**src/video_pkg.sv**
```systemverilog
// video geometry and pixel format constants
// shared by the input capture, line buffer, output timing and dimmer
`default_nettype none

package video_pkg;

	// ============================================================
	// pixel format
	// ============================================================

	// bits per colour channel coming from the shifter
	localparam int color_width = 6;

	// one buffer word holds r, g and b side by side, r on top
	localparam int pixel_width = 3 * color_width;

	// ============================================================
	// line geometry
	// ============================================================

	// horizontal position counter, up to 1024 positions per line
	localparam int hpos_width = 10;

	// picks one of the two buffered lines
	localparam int line_sel_width = 1;

	// buffer address is line select on top of the position
	localparam int buf_addr_width = line_sel_width + hpos_width;

	// divider for one input pixel every four clk_sys cycles
	localparam int ce_div_width = 2;

endpackage

`default_nettype wire

```
**src/sd_input_capture.sv**
```systemverilog
// input side of the scan doubler
// pixel enable phase lock, horizontal position counting,
// hsync timing capture and line buffer write port
`timescale 1ns/10ps
`default_nettype none

module sd_input_capture import video_pkg::*; (
	input  logic                      clk_sys,
	input  logic                      arst_n,
	input  logic                      hs_in,
	input  logic                      vs_in,
	input  logic [color_width-1:0]    r_in,
	input  logic [color_width-1:0]    g_in,
	input  logic [color_width-1:0]    b_in,
	output logic                      ce_x1,
	output logic                      ce_x2,
	output logic [hpos_width-1:0]     hs_max,
	output logic [hpos_width-1:0]     hs_rise,
	output logic [line_sel_width-1:0] line_sel,
	output logic                      wr_en,
	output logic [buf_addr_width-1:0] wr_addr,
	output logic [pixel_width-1:0]    wr_data
);

	// ============================================================
	// clock enable generation
	// ============================================================

	logic [ce_div_width-1:0] i_div;
	logic                    hs_last;

	// divider restarts right after hsync goes low
	// so the pixel phase follows the source
	always_ff @(posedge clk_sys or negedge arst_n) begin
		if (!arst_n) begin
			hs_last <= 1'b0;
			i_div   <= '0;
		end else begin
			hs_last <= hs_in;
			if (hs_last && !hs_in) begin
				i_div <= '0;
			end else begin
				i_div <= i_div + ce_div_width'(1);
			end
		end
	end

	// one cycle in four for input pixels, one in two for output
	assign ce_x1 = (i_div == ce_div_width'(1));
	assign ce_x2 = i_div[0];

	// ============================================================
	// line measurement
	// ============================================================

	logic                  hs_d;
	logic                  vs_d;
	logic                  hs_falling;
	logic                  hs_rising;
	logic [hpos_width-1:0] hcnt;

	// edges seen at pixel rate
	assign hs_falling = hs_d && !hs_in;
	assign hs_rising  = !hs_d && hs_in;

	always_ff @(posedge clk_sys or negedge arst_n) begin
		if (!arst_n) begin
			hs_d     <= 1'b0;
			vs_d     <= 1'b0;
			hcnt     <= '0;
			hs_max   <= '0;
			hs_rise  <= '0;
			line_sel <= '0;
		end else if (ce_x1) begin
			hs_d <= hs_in;
			vs_d <= vs_in;
			// line starts at hsync falling edge, keep the last position seen
			if (hs_falling) begin
				hs_max <= hcnt;
				hcnt   <= '0;
			end else begin
				hcnt <= hcnt + hpos_width'(1);
			end
			// where hsync ends, used to rebuild the pulse
			if (hs_rising) begin
				hs_rise <= hcnt;
			end
			// restart buffer halves at each new frame
			if (vs_d != vs_in) begin
				line_sel <= '0;
			end
			// swap halves at every line start, wins over the frame clear
			if (hs_falling) begin
				line_sel <= ~line_sel;
			end
		end
	end

	// ============================================================
	// buffer write
	// ============================================================

	assign wr_en   = ce_x1;
	assign wr_addr = {line_sel, hcnt};
	assign wr_data = {r_in, g_in, b_in};

endmodule

`default_nettype wire

```
**config.mk**
```make
export PLATFORM = sky130hd
export DESIGN_NAME = sd_input_capture
export DESIGN_NICKNAME = d
export VERILOG_FILES = /design/src/video_pkg.sv /design/src/sd_input_capture.sv
export SDC_FILE = /design/constraint.sdc
export NUM_CORES = 1
export LEC_CHECK = 0
export BUFFER_PORTS_ARGS = -buffer_cell sky130_fd_sc_hd__buf_4
export CORE_UTILIZATION = 40
export DETAILED_ROUTE_END_ITERATION = 10
export PLACE_DENSITY_LB_ADDON = 0.05
export REMOVE_ABC_BUFFERS = 1
export SYNTH_ARGS = -nofsm -noshare
export SYNTH_HDL_FRONTEND = slang
export SYNTH_SLANG_ARGS = --single-unit
```
**constraint.sdc**
```tcl
create_clock -name clk_sys -period 2.2 [get_ports clk_sys]
set_input_delay 0.11 -clock clk_sys [delete_from_list [all_inputs] [get_ports clk_sys]]
set_output_delay 0.11 -clock clk_sys [all_outputs]
set_load 0.02 [all_outputs]
```
Word level (Yosys, flattened, before mapping):

Index checks and enable logic that the tools add are counted.

* register bits: 36
* bits in latches: 0
* memory bits (writable): 0
* ROM bits: 0
* output and inout port bits: 53
* logic and storage cells: 26
* memories: 0

* add/subtract/negate cells: 2
* multiply operators: 0
* div/mod/pow operators: 0
* order comparisons: 0
* equality and inequality tests: 2
* shift-type cells: 0
* mux-type cells: 4
* bitwise logic cells: 1
* reduce and logical (&&, ||, !) cells: 9

Operators with widths (count)
* $add 10x1->10 const B: 1
* $mux 10: 1
* $reduce_and 2->1: 3
* $logic_and 1x1->1: 3
* $add 2x1->2 const B: 1
* $eq 2x1->1 const B: 1
* $logic_not 1->1: 2
* $mux 1: 2
* $mux 2: 1
* $reduce_bool 2->1: 1
* $ne 1x1->1: 1
* $not 1->1: 1

Logic depth before layout (Yosys ltp):

* depth after elaboration: 4
* gate-level depth with buffers: 6

Worst setup path after synthesis:

No wires, ideal clock.

* path type: reg2reg
* start point: reg i_div[0]
* end point: reg hcnt[8]
* library setup time: 77 ps
* arrival: 1655 ps
* setup slack: 468 ps
* cell stages (with the launch flop): 5
* clock period less this slack: 1732 ps
* cells stage by stage: dfrtp_1 ha_1 nand2_1 or4_1 a21oi_1

* cells in the longest elaborated chain, start to end: 1

RTL lines
* start: declaration: RTL line sd_input_capture.sv:29 `logic [ce_div_width-1:0] i_div;`
* start signal: assignment: RTL line sd_input_capture.sv:43 `i_div <= i_div + ce_div_width'(1);`
* $eq 2x1->1: RTL line sd_input_capture.sv:49 `assign ce_x1 = (i_div == ce_div_width'(1));`
* via ce_x1: RTL line sd_input_capture.sv:15 `output logic ce_x1,`
* end signal: assignment: RTL line sd_input_capture.sv:82 `hcnt <= hcnt + hpos_width'(1);`
* end: declaration: RTL line sd_input_capture.sv:60 `logic [hpos_width-1:0] hcnt;`

The timed path passes the listed nets, and every way through them passes these cells.
A chain may end at the register's enable or synchronous reset.

Final worst setup path:

* start point: reg i_div[1]
* end point: reg hcnt[9]

* cells in the longest elaborated chain, start to end: 1

RTL lines (RTL line)
* $eq 2x1->1: sd_input_capture.sv:49

No other way between the ends.

==> impl_metrics.xml <==
<?xml version="1.0" encoding="UTF-8"?>
<metrics>
  <group name="status">
    <metric name="outcome" unit="">finished clean</metric>
  </group>
  <group name="routing">
    <metric name="routed_wirelength" unit="um">3410</metric>
    <metric name="ant_nets" unit="">0</metric>
    <metric name="routed-via-count" unit="">1077</metric>
    <metric name="detail_route.wl_per_cell" unit="um">16.2</metric>
    <metric name="post-route-drc-count" unit="">0</metric>
    <metric name="routed_via_density" unit="">5.10</metric>
    <metric name="drt-initial-drc-count" unit="">38</metric>
    <metric name="drtPass1Iterations" unit="">4</metric>
  </group>
  <group name="hold_path">
    <metric name="hold_path.startpoint" unit="">vs_in</metric>
    <metric name="hold_path_class" unit="">in2reg</metric>
  </group>
  <group name="placement">
    <metric name="finalWeightedCongestion" unit="">0.734</metric>
    <metric name="dpl.cell_count" unit="">202</metric>
    <metric name="place.port_buffers" unit="">38</metric>
    <metric name="post_dp_cell_area" unit="um2">1820</metric>
    <metric name="dp.final_hpwl" unit="um">2420</metric>
  </group>
  <group name="floorplan">
    <metric name="initial_standard_cell_utilization_of_the_core" unit="">0.430</metric>
    <metric name="placementRows" unit="">22</metric>
    <metric name="die_height" unit="um">65.7</metric>
    <metric name="core" unit="um2">3770</metric>
    <metric name="fp.dieArea" unit="um2">4320</metric>
    <metric name="boundaryPins" unit="">75</metric>
    <metric name="die_width" unit="um">65.7</metric>
  </group>
  <group name="grt">
    <metric name="grt_usage" unit="">0.180</metric>
    <metric name="grt_pass1_vias" unit="">1075</metric>
    <metric name="grt.busiest_layer" unit="">met2</metric>
    <metric name="grt.overflow.total" unit="">0</metric>
    <metric name="globalRouteMet3Util" unit="">0.0903</metric>
    <metric name="grt_max_degree" unit="">37</metric>
    <metric name="grt_first_pass_wirelength" unit="um">5510</metric>
    <metric name="number_of_antenna_violations_at_the_first_check_in_global_routing" unit="">0</metric>
    <metric name="grt_use_met2" unit="">0.255</metric>
    <metric name="use_met1" unit="">0.228</metric>
  </group>
  <group name="timing">
    <metric name="final_min_period_over_clock_period" unit="">0.784</metric>
    <metric name="max_slew.worst_pin.slew" unit="ps">446</metric>
    <metric name="setup-violations-final" unit="">0</metric>
    <metric name="slew-limit-headroom" unit="">0.702</metric>
    <metric name="rsz0062_at_grt" unit="">false</metric>
    <metric name="setup_total_negative_slack" unit="ps">0</metric>
    <metric name="max_freq" unit="GHz">0.579</metric>
    <metric name="skew" unit="ps">4.01</metric>
    <metric name="slew_viol_final" unit="">0</metric>
    <metric name="final.min_clock_period" unit="ps">1730</metric>
    <metric name="finalHoldViolations" unit="">0</metric>
  </group>
  <group name="worst_setup_path">
    <metric name="setup.worst_path.start_class" unit="">flip-flop</metric>
    <metric name="reg2reg_from" unit="">i_div[1]</metric>
    <metric name="setup.worst_path.start" unit="">i_div[1]</metric>
    <metric name="cp_data_arrival_time" unit="ps">1930</metric>
    <metric name="worstSetupPathType" unit="">reg2reg</metric>
    <metric name="timing.critical_path.to_type" unit="">flip-flop</metric>
    <metric name="worst-path-max-fanout" unit="">14</metric>
    <metric name="cp_data_required_time" unit="ps">2410</metric>
  </group>
  <group name="yosys">
    <metric name="synth-async-reset-ratio" unit="">1.00</metric>
    <metric name="area_fraction_of_the_dominant_cell_type_after_synthesis" unit="">0.555</metric>
    <metric name="postSynthAreaPerCell" unit="um2">11.8</metric>
    <metric name="yosysWarnings" unit="">0</metric>
    <metric name="syn-instance-count" unit="">137</metric>
    <metric name="synth_top_flop_cell" unit="">dfrtp_1</metric>
    <metric name="netlist_area_before_placement" unit="um2">1620</metric>
    <metric name="yosys.cell_types.count" unit="">22</metric>
    <metric name="synth_enable_flop_cells" unit="">0</metric>
    <metric name="synth_largest_area_cell" unit="">dfrtp_1</metric>
    <metric name="synth_seq_area_share" unit="">0.555</metric>
    <metric name="yosys-top-cells-area" unit="">dfrtp_1 56%, mux2_2 12%, buf_4 9.3%, o21ai_0 2.8%, xor2_1 2.2%</metric>
    <metric name="synth.ff_latch_count" unit="">36</metric>
  </group>
  <group name="power_and_ir_drop">
    <metric name="peakVddDrop" unit="mV">0.482</metric>
    <metric name="power_per_cell_area" unit="nW/um2">1380</metric>
    <metric name="leakagePower" unit="uW">0.000935</metric>
    <metric name="finalPower" unit="uW">2650</metric>
    <metric name="p_seq_frac" unit="">0.426</metric>
    <metric name="swShare" unit="">0.380</metric>
    <metric name="power.share.clock" unit="">0.162</metric>
    <metric name="comb_power_share" unit="">0.412</metric>
    <metric name="net-switching-power" unit="uW">1010</metric>
    <metric name="internal_power" unit="uW">1640</metric>
  </group>
  <group name="layout">
    <metric name="finalNonFillerCells" unit="">211</metric>
    <metric name="area_growth_syn_to_layout" unit="%">18.2</metric>
    <metric name="fillerInstances" unit="">348</metric>
    <metric name="antenna_cells" unit="">0</metric>
    <metric name="mostFrequentLayoutCell" unit="">buf_4</metric>
    <metric name="finalNetCount" unit="">187</metric>
    <metric name="layout_common_cells" unit="">41 x buf_4, 36 x dfrtp_1, 17 x mux2_2, 9 x nand2_1, 9 x o21ai_0</metric>
    <metric name="post_route_cells_drive_above_1_share" unit="">0.411</metric>
    <metric name="design_area" unit="um2">1920</metric>
  </group>
  <group name="clock_network">
    <metric name="cts.clk_slew.worst_paths" unit="ps">60</metric>
    <metric name="cts-root-to-sink-buffers" unit="">2</metric>
    <metric name="numCtsBuffers" unit="">5</metric>
    <metric name="cts_sinks" unit="">36</metric>
    <metric name="post_cts.repair.setup_buffers" unit="">0</metric>
    <metric name="h-tree-depth" unit="">2</metric>
    <metric name="ctsRootBufferMaster" unit="">clkbuf_8</metric>
    <metric name="tritoncts" unit="">built</metric>
    <metric name="clock_latency" unit="ps">280</metric>
  </group>
  <group name="flow_run">
    <metric name="maxcap_violations" unit="">0</metric>
  </group>
</metrics>
## kinds of logic after synthesis
logic type,Yosys count,share of synthesized area
compound gates,19,0.0655
xor+xnor,4,0.0216
mux,17,0.118
fa+ha+maj,2,0.0154
simple gates,31,0.110
buf+inv,28,0.114
flops,36,0.555
## metrics by stage
stage,hold WS (ps),utilization,worst slack (ps)
floorplan,-186,-,139
global placement,90.3,0.483,558
detailed placement,95.0,0.483,501
CTS,66.1,0.509,477
global route,71.9,0.509,334
finish,75.7,0.509,474
## critical path, stage by stage (launching register included)
cell     delay, ps
dfrtp_1        360
inv_1           50
ha_1           190
buf_4          200
nand3_1        190
or4_1          520
a21oi_1        150
## layer usage
metal | up-vias | wire [um]
met2 | 49 | 1500
li1 | 501 | -
met1 | 521 | 1590
met4 | 0 | 55
met5 | - | 0
met3 | 6 | 268
## cells in the mapped netlist (all sizes together) (3+ instances only)
master / instances
buf: 24
or4: 4
nand3: 3
o31ai: 4
inv: 4
nand4: 3
xor2: 4
a21oi: 5
nand2: 9
o21ai: 9
dfrtp: 36
mux2: 17
nor2: 5
## worst paths after layout
| path | endpoint | slack, ps | cells past startpoint |
|---|---|---|---|
| max in group asynchronous | hs_max[9] | 1570 | 2 |
| min | vs_d | 80 | 2 |
| max reg2reg | hcnt[9] | 470 | 6 |
| min in group asynchronous | hs_rise[5] | 320 | 2 |
| max | hcnt[9] | 470 | 6 |
| min reg2reg | i_div[0] | 460 | 1 |
## registers in the layout (all words and copies together), names as in the netlist
name / count
hcnt: 10
hs_max: 10
hs_rise: 10
i_div: 2
hs_d: 1
hs_last: 1
line_sel: 1
vs_d: 1
## layout make-up
| class | count | area, um2 | share of cell area |
|---|---|---|---|
| tap | 48 | 60.1 | 0.0313 |
| multi-input combinational | 73 | 537 | 0.280 |
| clock buffer | 6 | 72.6 | 0.0378 |
| timing repair buffer | 43 | 328 | 0.171 |
| sequential | 36 | 901 | 0.470 |
| inverter | 4 | 15.0 | 0.00783 |
| clock inverter | 1 | 5.00 | 0.00261 |
## power groups by stage
stage | logic [uW] | registers [uW] | clock network, uW
6_report | 1090 | 1130 | 430
5_1_grt | 1180 | 1170 | 474
4_1_cts | 1110 | 1130 | 447
3_5_place_dp | 1100 | 1140 | 0
3_3_place_gp | 1100 | 1130 | 0
2_1_floorplan | 333 | 1390 | 0
## what timing repair did
item	CTS	global route
hold buffers	2	0
gates resized for setup	0	0
endpoints found under the setup margin	0	0
endpoints found under the hold margin	37	0
No activity file was read; power rests on OpenSTA's default activity.
