--- src/video_pkg.sv ---
// video geometry and pixel format constants
// shared by the input capture, line buffer, output timing and dimmer
`default_nettype none

package video_pkg;

	// ============================================================
	// pixel format
	// ============================================================

	// bits per colour channel coming from the shifter
	localparam int color_width = 6;

	// one buffer word holds r, g and b side by side, r on top
	localparam int pixel_width = 3 * color_width;

	// ============================================================
	// line geometry
	// ============================================================

	// horizontal position counter, up to 1024 positions per line
	localparam int hpos_width = 10;

	// picks one of the two buffered lines
	localparam int line_sel_width = 1;

	// buffer address is line select on top of the position
	localparam int buf_addr_width = line_sel_width + hpos_width;

	// divider for one input pixel every four clk_sys cycles
	localparam int ce_div_width = 2;

endpackage

`default_nettype wire

--- src/sd_output_timing.sv ---
// double rate horizontal timing
// rebuilt hsync and read addressing of the finished line
`timescale 1ns/10ps
`default_nettype none

module sd_output_timing import video_pkg::*; (
	input  logic                      clk_sys,
	input  logic                      arst_n,
	input  logic                      ce_x2,
	input  logic                      hs_in,
	input  logic [hpos_width-1:0]     hs_max,
	input  logic [hpos_width-1:0]     hs_rise,
	input  logic [line_sel_width-1:0] line_sel,
	output logic                      hs_sd,
	output logic                      rd_en,
	output logic [buf_addr_width-1:0] rd_addr
);

	logic                  hs_d;
	logic [hpos_width-1:0] sd_hcnt;

	// ============================================================
	// counter and sync at twice the input rate
	// ============================================================

	always_ff @(posedge clk_sys or negedge arst_n) begin
		if (!arst_n) begin
			hs_d    <= 1'b0;
			sd_hcnt <= '0;
			hs_sd   <= 1'b0;
		end else if (ce_x2) begin
			hs_d <= hs_in;
			// two passes over 0..hs_max per input line
			if (sd_hcnt == hs_max) begin
				sd_hcnt <= '0;
			end else if (hs_d && !hs_in) begin
				// input line start, jump to end so the wrap lines up
				sd_hcnt <= hs_max;
			end else begin
				sd_hcnt <= sd_hcnt + hpos_width'(1);
			end
			// pulse low from the line end up to the stored rise position
			if (sd_hcnt == hs_max) begin
				hs_sd <= 1'b0;
			end
			if (sd_hcnt == hs_rise) begin
				hs_sd <= 1'b1;
			end
		end
	end

	// ============================================================
	// buffer read
	// ============================================================

	// the half not being written holds the previous line
	assign rd_en   = ce_x2;
	assign rd_addr = {~line_sel, sd_hcnt};

endmodule

`default_nettype wire

--- config.mk ---
export PLATFORM = sky130hd
export DESIGN_NAME = sd_output_timing
export DESIGN_NICKNAME = d
export VERILOG_FILES = /design/src/video_pkg.sv /design/src/sd_output_timing.sv
export SDC_FILE = /design/constraint.sdc
export NUM_CORES = 1
export LEC_CHECK = 0
export ABC_CLOCK_PERIOD_IN_PS = 1550
export BUFFER_PORTS_ARGS = -buffer_cell sky130_fd_sc_hd__buf_4
export CORE_MARGIN = 10
export CORE_UTILIZATION = 40
export CTS_CLUSTER_SIZE = 40
export DETAILED_ROUTE_END_ITERATION = 10
export PLACE_DENSITY = 0.7
export SLEW_MARGIN = 15
export SYNTH_ARGS = -nofsm -noshare
export SYNTH_HDL_FRONTEND = slang
export SYNTH_SLANG_ARGS = --single-unit
--- constraint.sdc ---
create_clock -name clk_sys -period 1.55 [get_ports clk_sys]
set_input_delay 0.0775 -clock clk_sys [delete_from_list [all_inputs] [get_ports clk_sys]]
set_output_delay 0.0775 -clock clk_sys [all_outputs]
set_load 0.005 [all_outputs]
; ---- After elaboration in Yosys (flattened, before gate mapping)
; Index checks and enable logic that the tools add are counted.
[totals]
ff_bits = 12
latchBits = 0
mem_bits_rw = 0
rom_bits = 0
output_inout_bits = 13
mem_count = 0
[op_classes]
addsub = 1
multipliers = 0
n_div = 0
magnitude_cmp = 0
n_eq_ne = 2
n_shift = 0
n_mux = 4
bitwise_logic = 1
n_reduce_logical = 4
[ops]
columns = op, count
row1 = 10-bit equality test, 2
row2 = 10-bit two-way mux, 2
row3 = "10-bit by 1-bit adder with 10-bit output, second input constant", 1
row4 = 1-bit two-way mux, 2
row5 = 2-bit AND reduction, 1
row6 = 2-bit nonzero test, 1
row7 = 1-bit logical AND, 1
row8 = 1-bit logical NOT, 1
row9 = 1-bit NOT, 1

; ---- Depth between registers and ports, before layout
; Gate-level depths: netlist of run 1.
[logic_depth]
word_depth = 4
ltp_mapped = 7
depth_no_buf = 6

; ---- Worst setup path after synthesis of run 1
; Ideal clock, no wire load.
[synth_timing]
path_kind = reg-to-reg
startpoint = reg sd_hcnt[1]
endpoint = reg sd_hcnt[8]
setup_ns = 0.078
arrival_time_ns = 1.531
required_ns = 1.472
path_slack_ns = -0.059
stages_incl_launch_ff = 7
path_buffers = 0
path_cell_list = dfrtp_1 ha_1 and3_1 and3_1 and3_1 o31ai_1 o2bb2ai_1
[synth_between]
elab_chain_cells = 3
[synth_rtl]
columns = item, line
row1 = from (decl), sd_output_timing.sv:20  ; logic [hpos_width-1:0] sd_hcnt;
row2 = from (signal assigned), sd_output_timing.sv:38  ; sd_hcnt <= hs_max;
row3 = from (signal assigned), sd_output_timing.sv:40  ; sd_hcnt <= sd_hcnt + hpos_width'(1);
row4 = 10-bit by 1-bit adder with 10-bit output, sd_output_timing.sv:40
row5 = 10-bit two-way mux, sd_output_timing.sv:36  ; end else if (hs_d && !hs_in) begin
row6 = 10-bit two-way mux *, sd_output_timing.sv:34  ; if (sd_hcnt == hs_max) begin
; Every way passes the cells marked *; elsewhere a longest branch is shown, timed or not.
; A chain may end at the register's enable or synchronous reset.

; ---- Final worst setup path of run 1
[layout_timing]
startpoint = reg sd_hcnt[2]
endpoint = reg sd_hcnt[6]
; Same word-level chain as after synthesis.

==> impl_metrics.env, run 1 <==
export IMPL_place_congestion=0.8555
export IMPL_syn_to_final_growth_pct=49.75
export IMPL_outcome="finished with violations"
export IMPL_die_x_um=69.65
export IMPL_fin_nets=190
export IMPL_cts_num_sinks=12
export IMPL_gr_usage_all_layers_pct=12.21
export IMPL_cts_root_buf="clkbuf_4"
export IMPL_pin_count=38
export IMPL_gr_total_overflow=0
export IMPL_rows=17
export IMPL_hpwlAfterDp_um=2470
export IMPL_yosysSeqAreaShare_pct=30.46
export IMPL_insertion_delay_ps=270
export IMPL_path_clk_slew_ps=80
export IMPL_grt_max_degree=24
export IMPL_initial_utilization_pct=43.32
export IMPL_num_antenna_cells=0
export IMPL_drt_wirelength_per_cell_um=16.02
export IMPL_synthArstFlopShare_pct=100.0
export IMPL_max_slew_margin_pct=80.43
export IMPL_ys_ff_latch=12
export IMPL_crit_fanout=11
export IMPL_antenna_left=0
export IMPL_grt_pass1_wl_um=5071
export IMPL_drc=0
export IMPL_synthTopCellsByArea="dfrtp_1 (30%), xnor2_1 (12%), o2bb2ai_1 (8.0%), o31ai_1 (5.3%), xor2_1 (5.3%)"
export IMPL_synth_warning_count=0
export IMPL_p_leak_nw=0.6640
export IMPL_syn_instance_count=110
export IMPL_power_density_nw_per_um2=1239
export IMPL_finalWorstSetupSlack_ps=-4.082
export IMPL_avgViaCountPerCell=5.382
export IMPL_fin_worst_skew_ps=2.990
export IMPL_min_period_ps=1554
export IMPL_period_share_pct=100.3
export IMPL_drt_iter0_drc=52
export IMPL_violations="negative setup slack"
export IMPL_die_area_um2=4850
export IMPL_synth_avg_cell_area_um2=8.963
export IMPL_setup_viol=1
export IMPL_num_fill_cells=188
export IMPL_synth_cell_type_count=29
export IMPL_fmax_mhz=643.5
export IMPL_via_count=1028
export IMPL_critPathRequiredTime_ps=1710
export IMPL_cap_violations=0
export IMPL_crit_arrival_ps=1710
export IMPL_totalWireLength_um=3059
export IMPL_drv_slew=0
export IMPL_fin_util_pct=64.87
export IMPL_netlist_area_um2=985.9
export IMPL_synth_nets=136
export IMPL_synth_most_common_cell="xnor2_1"
export IMPL_start_kind="flip-flop"
export IMPL_antenna_found_initial=0
export IMPL_critPathKind="reg2reg"
export IMPL_cts_tree="done"
export IMPL_h_tree_depth=1
export IMPL_yosysTopAreaCellShare_pct=30.46
export IMPL_synthTopCellsByCount="xnor2_1 (13), dfrtp_1 (12), o2bb2ai_1 (9)"
export IMPL_rsz0062_at_grt="true"
export IMPL_ys_flop_type="dfrtp_1"
export IMPL_ir_drop_v=0.0007111
export IMPL_dpl_cell_area_um2=1379
export IMPL_drive_above_1_share_pct=44.17
export IMPL_synth_enable_flop_cells=0
export IMPL_die_h_um=69.65
export IMPL_grt_pass1_vias=1065
export IMPL_dr_pass1_iters=4
export IMPL_yosys_area_top_type="dfrtp_1"
export IMPL_core_area_um2=2276
export IMPL_worst_pin_slew_ps=292.6
export IMPL_endpoint_kind="flip-flop"
export IMPL_port_buffer_count=37
export IMPL_clk_path_buf_depth=2
export IMPL_cts_buffers=3
export IMPL_final_area_um2=1476
export IMPL_hp_class="in2reg"
export IMPL_hold_violations=0
## worst max-delay path, cell delays in order, from the launching register on
cell       delay (ps)
dfrtp_1           430
xnor2_2           180
nand4_1           160
nor4_4            260
buf_6             200
o31ai_1            90
o2bb2ai_1         130
## routing by layer
layer / vias to the layer above / GRT usage, % / wire, µm
met3: 8 / 2.996 / 177
met2: 28 / 20.56 / 1533
li1: 509 / - / -
met4: 0 / 3.913 / 61
met5: - / 0 / 0
met1: 483 / 14.71 / 1287
## through the flow
stage | setup TNS (ps) | setup slack, ps | hold slack [ps] | cells | power, mW
after global placement | -2.005 | -1.006 | -69.43 | 184 | 1.539
final | -4.082 | -4.082 | 54.46 | 191 | 1.830
after floorplan | -18.37 | -18.37 | -218.1 | 110 | 1.062
after global routing | -529.2 | -69.88 | 58.49 | 191 | 1.968
after detailed placement | -31.39 | -29.04 | -68.40 | 184 | 1.566
after CTS | 0 | 1.739 | 50.64 | 191 | 1.832
## power breakdown
part | switching [mW] | internal [mW] | leakage (nW) | total, mW
sequential | 0.0759 | 0.411 | 0.147 | 0.487
clock | 0.110 | 0.0994 | 0.0150 | 0.210
combinational | 0.508 | 0.625 | 0.502 | 1.13
total | 0.694 | 1.14 | 0.664 | 1.83
## worst paths after layout
kind                       startpoint          to  slack (ps)  depth (start not counted)
max in group asynchronous      arst_n  sd_hcnt[1]        1170                          2
hold reg to reg                 hs_sd       hs_sd         510                          1
min in group asynchronous      arst_n        hs_d         200                          2
setup reg to reg           sd_hcnt[2]  sd_hcnt[6]          -4                          6
hold / removal                  hs_in        hs_d          50                          2
setup / recovery           sd_hcnt[2]  sd_hcnt[6]          -4                          6
## area by class of cell
type | instances | area, µm² | share of cell area (%)
Multi-Input combinational cell | 85 | 649.4 | 43.98
Timing Repair Buffer | 59 | 452.9 | 30.68
Sequential cell | 12 | 301.5 | 20.42
Tap cell | 28 | 35.03 | 2.373
Clock buffer | 4 | 26.28 | 1.780
Inverter | 3 | 11.26 | 0.7627
## cell usage in the layout (no fill, tap or decap), types with 3 or more instances in the layout
cell and n:
buf_4 56, xnor2_1 12, dfrtp_1 11, o2bb2ai_1 9
nand2_1 7, xor2_1 6, nor2_1 6, a22oi_1 6
o31ai_1 6, nand4_1 5, inv_1 3, a21oi_1 3
and3_4 3, clkbuf_4 3
## flip-flops by register name, indices dropped and copies added, names as in the netlist
signal	flops
sd_hcnt	10
hs_sd	1
hs_d	1
## what timing repair did
action                                  in CTS  in global routing
endpoints found under the setup margin       8                  9
hold endpoints to repair                    12                  0
hold buffers                                 1                  0
buffers inserted                             2                  0
resized for setup                            5                  4
pin swaps                                    4                  2
## cell families after synthesis
group / after synthesis / synth area share (%)
buf+inv: 13 / 7.867
simple gates: 33 / 18.53
flops: 12 / 30.46
fa+ha+maj: 1 / 1.269
compound gates: 30 / 22.21
xor+xnor: 20 / 18.53
mux: 1 / 1.142
No activity file was read; power rests on OpenSTA's default activity.
==> run 2, diff against run 1 <==
--- a/config.mk
+++ b/config.mk
@@ -11,6 +11,7 @@
 export CORE_UTILIZATION = 40
 export CTS_CLUSTER_SIZE = 40
 export DETAILED_ROUTE_END_ITERATION = 10
+export MAX_ROUTING_LAYER = met4
 export PLACE_DENSITY = 0.7
 export SLEW_MARGIN = 15
 export SYNTH_ARGS = -nofsm -noshare
==> impl_metrics.env, run 2 (same netlist as run 1, synthesis figures left out) <==
export IMPL_dr_pass1_iters=4
export IMPL_p_clk_share_pct=11.5
export IMPL_rows=17
export IMPL_final_cell_mix="buf_4 (56), xnor2_1 (12), dfrtp_1 (11)"
export IMPL_grt_pass1_wl_um=5078
export IMPL_critPathRequiredTime_ps=1710
export IMPL_die_x_um=69.65
export IMPL_die_h_um=69.65
export IMPL_violations="negative setup slack"
export IMPL_worst_pin_slew_ps=292.6
export IMPL_dpl_cell_count=184
export IMPL_dpl_cell_area_um2=1379
export IMPL_hp_class="in2reg"
export IMPL_p_int_mw=1.136
export IMPL_crit_fanout=11
export IMPL_final_common_cell="buf_4"
export IMPL_gr_usage_all_layers_pct=12.54
export IMPL_setup_tns_ps=-3.999
export IMPL_outcome="finished with violations"
export IMPL_drt_wirelength_per_cell_um=16.02
export IMPL_total_power_mw=1.830
export IMPL_setup_viol=1
export IMPL_endpoint_kind="flip-flop"
export IMPL_h_tree_depth=1
export IMPL_combPwrFrac_pct=61.9
export IMPL_hp_start="hs_in"
export IMPL_antenna_found_initial=0
export IMPL_r2r_cells=6
export IMPL_power_density_nw_per_um2=1239
export IMPL_switching_share_pct=37.91
export IMPL_pre_cts_ws_ps=-29.04
export IMPL_fin_nets=190
export IMPL_via_count=1028
export IMPL_r2r_setup_slack_ps=-4
export IMPL_period_share_pct=100.3
export IMPL_worstHoldEndpoint="hs_d"
export IMPL_hpwlAfterDp_um=2470
export IMPL_largest_reg_flops=10
export IMPL_initial_utilization_pct=43.32
export IMPL_r2r_start="sd_hcnt[2]"
export IMPL_core_area_um2=2276
export IMPL_cts_num_sinks=12
export IMPL_place_congestion=0.8691
export IMPL_insertion_delay_ps=270
export IMPL_min_period_ps=1554
export IMPL_gr_total_overflow=0
export IMPL_final_area_um2=1476
export IMPL_drive_above_1_share_pct=44.17
export IMPL_drc=0
export IMPL_fin_util_pct=64.87
export IMPL_fin_cells=191
export IMPL_cts_buffers=3
export IMPL_crit_arrival_ps=1710
export IMPL_finalWorstSetupSlack_ps=-3.999
export IMPL_max_slew_margin_pct=80.43
export IMPL_p_switching_mw=0.6936
export IMPL_cts_tree="done"
export IMPL_rsz0062_at_grt="true"
export IMPL_path_clk_slew_ps=80
export IMPL_r2r_end="sd_hcnt[6]"
export IMPL_cap_violations=0
export IMPL_start_kind="flip-flop"
export IMPL_cts_root_buf="clkbuf_4"
export IMPL_holdPathStages=2
export IMPL_totalWireLength_um=3060
export IMPL_drt_iter0_drc=45
export IMPL_p_leak_nw=0.6640
export IMPL_critPathKind="reg2reg"
export IMPL_fin_worst_skew_ps=2.933
export IMPL_fmax_mhz=643.5
export IMPL_reg_top3="sd_hcnt: 10 flops, hs_d: 1 flops, hs_sd: 1 flops"
export IMPL_whs_ps=54.51
export IMPL_drv_slew=0
export IMPL_num_antenna_cells=0
export IMPL_die_area_um2=4850
export IMPL_largest_register="sd_hcnt"
export IMPL_port_buffer_count=37
export IMPL_ir_drop_v=0.0007107
export IMPL_hold_violations=0
export IMPL_antenna_left=0
export IMPL_avgViaCountPerCell=5.382
export IMPL_syn_to_final_growth_pct=49.75
export IMPL_clk_path_buf_depth=2
export IMPL_grt_max_degree=24
export IMPL_grt_pass1_vias=1063
export IMPL_p_seq_share_pct=26.6
export IMPL_pin_count=38
## run 2: timing repair
item / in CTS / in global routing
endpoints found under the setup margin: 8 / 9
buffers inserted: 2 / 0
pin swaps: 4 / 2
hold buffers: 1 / 0
gates resized for setup: 5 / 4
hold endpoints to repair: 12 / 0
## run 2: area by class of cell
cell class | count | area [µm²]
fillers | 188 | 799.5
clock buffers | 4 | 26.28
well taps | 28 | 35.03
repair buffers | 59 | 452.9
flip-flops and latches | 12 | 301.5
multi-input cells | 85 | 649.4
inverters | 3 | 11.26
## run 2: worst max path at each step
stage | from | to | slack (ps) | cells after the start
after CTS | sd_hcnt[2] | sd_hcnt[6] | 2 | 6
after floorplan | sd_hcnt[1] | sd_hcnt[8] | -20 | 6
final | sd_hcnt[2] | sd_hcnt[6] | -4 | 6
after global placement | sd_hcnt[5] | sd_hcnt[6] | -1 | 6
after detailed placement | sd_hcnt[0] | sd_hcnt[8] | -30 | 6
after global routing | sd_hcnt[2] | sd_hcnt[7] | -70 | 6
## run 2: layer usage
metal  track usage (%)  part of all wire (%)
met5                 -                     0
met3             2.996                   5.8
met4             3.913                   2.0
met2             20.56                    50
met1             14.71                    42
## run 2: power by group through the flow
| stage | Combinational [mW] | Sequential [mW] | Clock (mW) |
|---|---|---|---|
| after floorplan | 0.521 | 0.542 | 0 |
| after global placement | 1.04 | 0.498 | 0 |
| after detailed placement | 1.06 | 0.503 | 0 |
| after CTS | 1.13 | 0.487 | 0.214 |
| after global routing | 1.23 | 0.502 | 0.232 |
| final | 1.13 | 0.487 | 0.210 |
## run 2: critical path, cell delays in order (launching register included)
cell and delay (ps):
dfrtp_1 430, xnor2_2 180, nand4_1 160, nor4_4 260, buf_6 200, o31ai_1 90
o2bb2ai_1 130
==> run 3, diff against run 2 <==
--- a/config.mk
+++ b/config.mk
@@ -13,6 +13,7 @@
 export DETAILED_ROUTE_END_ITERATION = 10
 export MAX_ROUTING_LAYER = met4
 export PLACE_DENSITY = 0.7
+export REMOVE_ABC_BUFFERS = 1
 export SLEW_MARGIN = 15
 export SYNTH_ARGS = -nofsm -noshare
 export SYNTH_HDL_FRONTEND = slang
==> impl_metrics.env, run 3 (same netlist as run 1, synthesis figures left out) <==
export IMPL_hold_violations=0
export IMPL_via_count=1077
export IMPL_setup_viol=1
export IMPL_max_slew_margin_pct=78.63
export IMPL_dpl_cell_count=185
export IMPL_rows=17
export IMPL_initial_utilization_pct=43.32
export IMPL_min_period_ps=1556
export IMPL_avgViaCountPerCell=5.552
export IMPL_hp_class="in2reg"
export IMPL_setup_tns_ps=-6.265
export IMPL_grt_pass1_wl_um=5264
export IMPL_grt_pass1_vias=1138
export IMPL_antenna_left=0
export IMPL_cts_buffers=3
export IMPL_critPathRequiredTime_ps=1750
export IMPL_die_h_um=69.65
export IMPL_cts_root_buf="clkbuf_4"
export IMPL_crit_path_cell_trace="ha_2, and3_4, and3_4, and3_4, o31ai_2, o2bb2ai_1"
export IMPL_cp_common_cell="and3_4"
export IMPL_p_leak_nw=0.6810
export IMPL_gr_total_overflow=0
export IMPL_core_area_um2=2276
export IMPL_final_cell_mix="buf_4 (61), xnor2_1 (13), dfrtp_1 (12)"
export IMPL_fin_worst_skew_ps=5.981
export IMPL_violations="negative setup slack"
export IMPL_cts_num_sinks=12
export IMPL_crit_fanout=3
export IMPL_grt_max_degree=24
export IMPL_hpwlAfterDp_um=2466
export IMPL_worst_pin_slew_ps=317.8
export IMPL_antenna_found_initial=0
export IMPL_syn_to_final_growth_pct=53.93
export IMPL_pin_count=38
export IMPL_fmax_mhz=642.6
export IMPL_rsz0062_at_grt="true"
export IMPL_cts_tree="done"
export IMPL_finalWorstSetupSlack_ps=-6.265
export IMPL_drt_wirelength_per_cell_um=16.34
export IMPL_dr_pass1_iters=4
export IMPL_max_stage_delay_ps=410
export IMPL_slowest_stage="dfrtp_1"
export IMPL_fin_cells=194
export IMPL_fin_nets=193
export IMPL_power_density_nw_per_um2=1261
export IMPL_cap_violations=0
export IMPL_num_antenna_cells=0
export IMPL_critPathKind="reg2reg"
export IMPL_ir_drop_v=0.0008622
export IMPL_path_clk_slew_ps=80
export IMPL_crit_arrival_ps=1760
export IMPL_drive_above_1_share_pct=48.19
export IMPL_endpoint_kind="flip-flop"
export IMPL_period_share_pct=100.4
export IMPL_drc=0
export IMPL_largest_register="sd_hcnt"
export IMPL_fin_util_pct=66.69
export IMPL_clk_path_buf_depth=2
export IMPL_port_buffer_count=37
export IMPL_largest_reg_flops=10
export IMPL_start_kind="flip-flop"
export IMPL_die_area_um2=4850
export IMPL_pre_cts_ws_ps=-54.21
export IMPL_drv_slew=0
export IMPL_totalWireLength_um=3169
export IMPL_insertion_delay_ps=280
export IMPL_h_tree_depth=1
export IMPL_final_common_cell="buf_4"
export IMPL_die_x_um=69.65
export IMPL_reg_top3="sd_hcnt: 10 flops, hs_d: 1 flops, hs_sd: 1 flops"
export IMPL_drt_iter0_drc=39
export IMPL_place_congestion=0.8845
export IMPL_gr_usage_all_layers_pct=12.98
export IMPL_outcome="finished with violations"
-- run 3: worst max-delay path: cells and delay by family, from the launching register on --
kind,cells,cell delay [ps]
compound gates,2,370
simple gates,3,510
fa+ha+maj,1,190
flops,1,410
-- run 3: repair_timing --
action | CTS | global route
hold buffers | 1 | 0
buffers inserted | 3 | 1
hold endpoints to repair | 12 | 0
pin swaps | 5 | 3
resized for setup | 7 | 5
endpoints found under the setup margin | 6 | 11
-- run 3: path summary, 6_finish.rpt --
check,start,end,slack (ps),depth (start not counted)
setup / recovery,sd_hcnt[0],sd_hcnt[8],-6,6
hold / removal,hs_in,hs_d,50,2
setup reg to reg,sd_hcnt[0],sd_hcnt[8],-6,6
hold reg to reg,hs_sd,hs_sd,500,1
max in group asynchronous,arst_n,sd_hcnt[8],1220,2
min in group asynchronous,arst_n,hs_d,170,2
-- run 3: metal layers --
layer	wire length (µm)	track usage, %	part of all wire, %
met3	188	2.140	5.9
met4	82	5.000	2.6
met2	1540	22.08	49
met1	1357	14.79	43
met5	0	-	0
-- run 3: final cells by class --
type                    count  area [µm²]
clock buffers               4       36.28
multi-input cells          85       666.9
well taps                  28       35.03
flip-flops and latches     12       300.3
fillers                   193       758.2
inverters                   3       11.26
repair buffers             62       467.9
-- run 3: power by group --
part | switching (mW) | leakage (nW) | internal (mW)
Clock | 0.111 | 0.0210 | 0.143
Combinational | 0.524 | 0.511 | 0.640
Sequential | 0.0861 | 0.149 | 0.409
-- run 3: through the flow --
stage | area, µm² | power [mW] | hold slack (ps)
3_5_place_dp | 1383 | 1.552 | -73.02
3_3_place_gp | 1383 | 1.515 | -68.46
2_1_floorplan | 919.6 | 0.9964 | -218.1
4_1_cts | 1486 | 1.868 | 55.76
6_report | 1518 | 1.914 | 47.48
5_1_grt | 1518 | 2.051 | 46.00
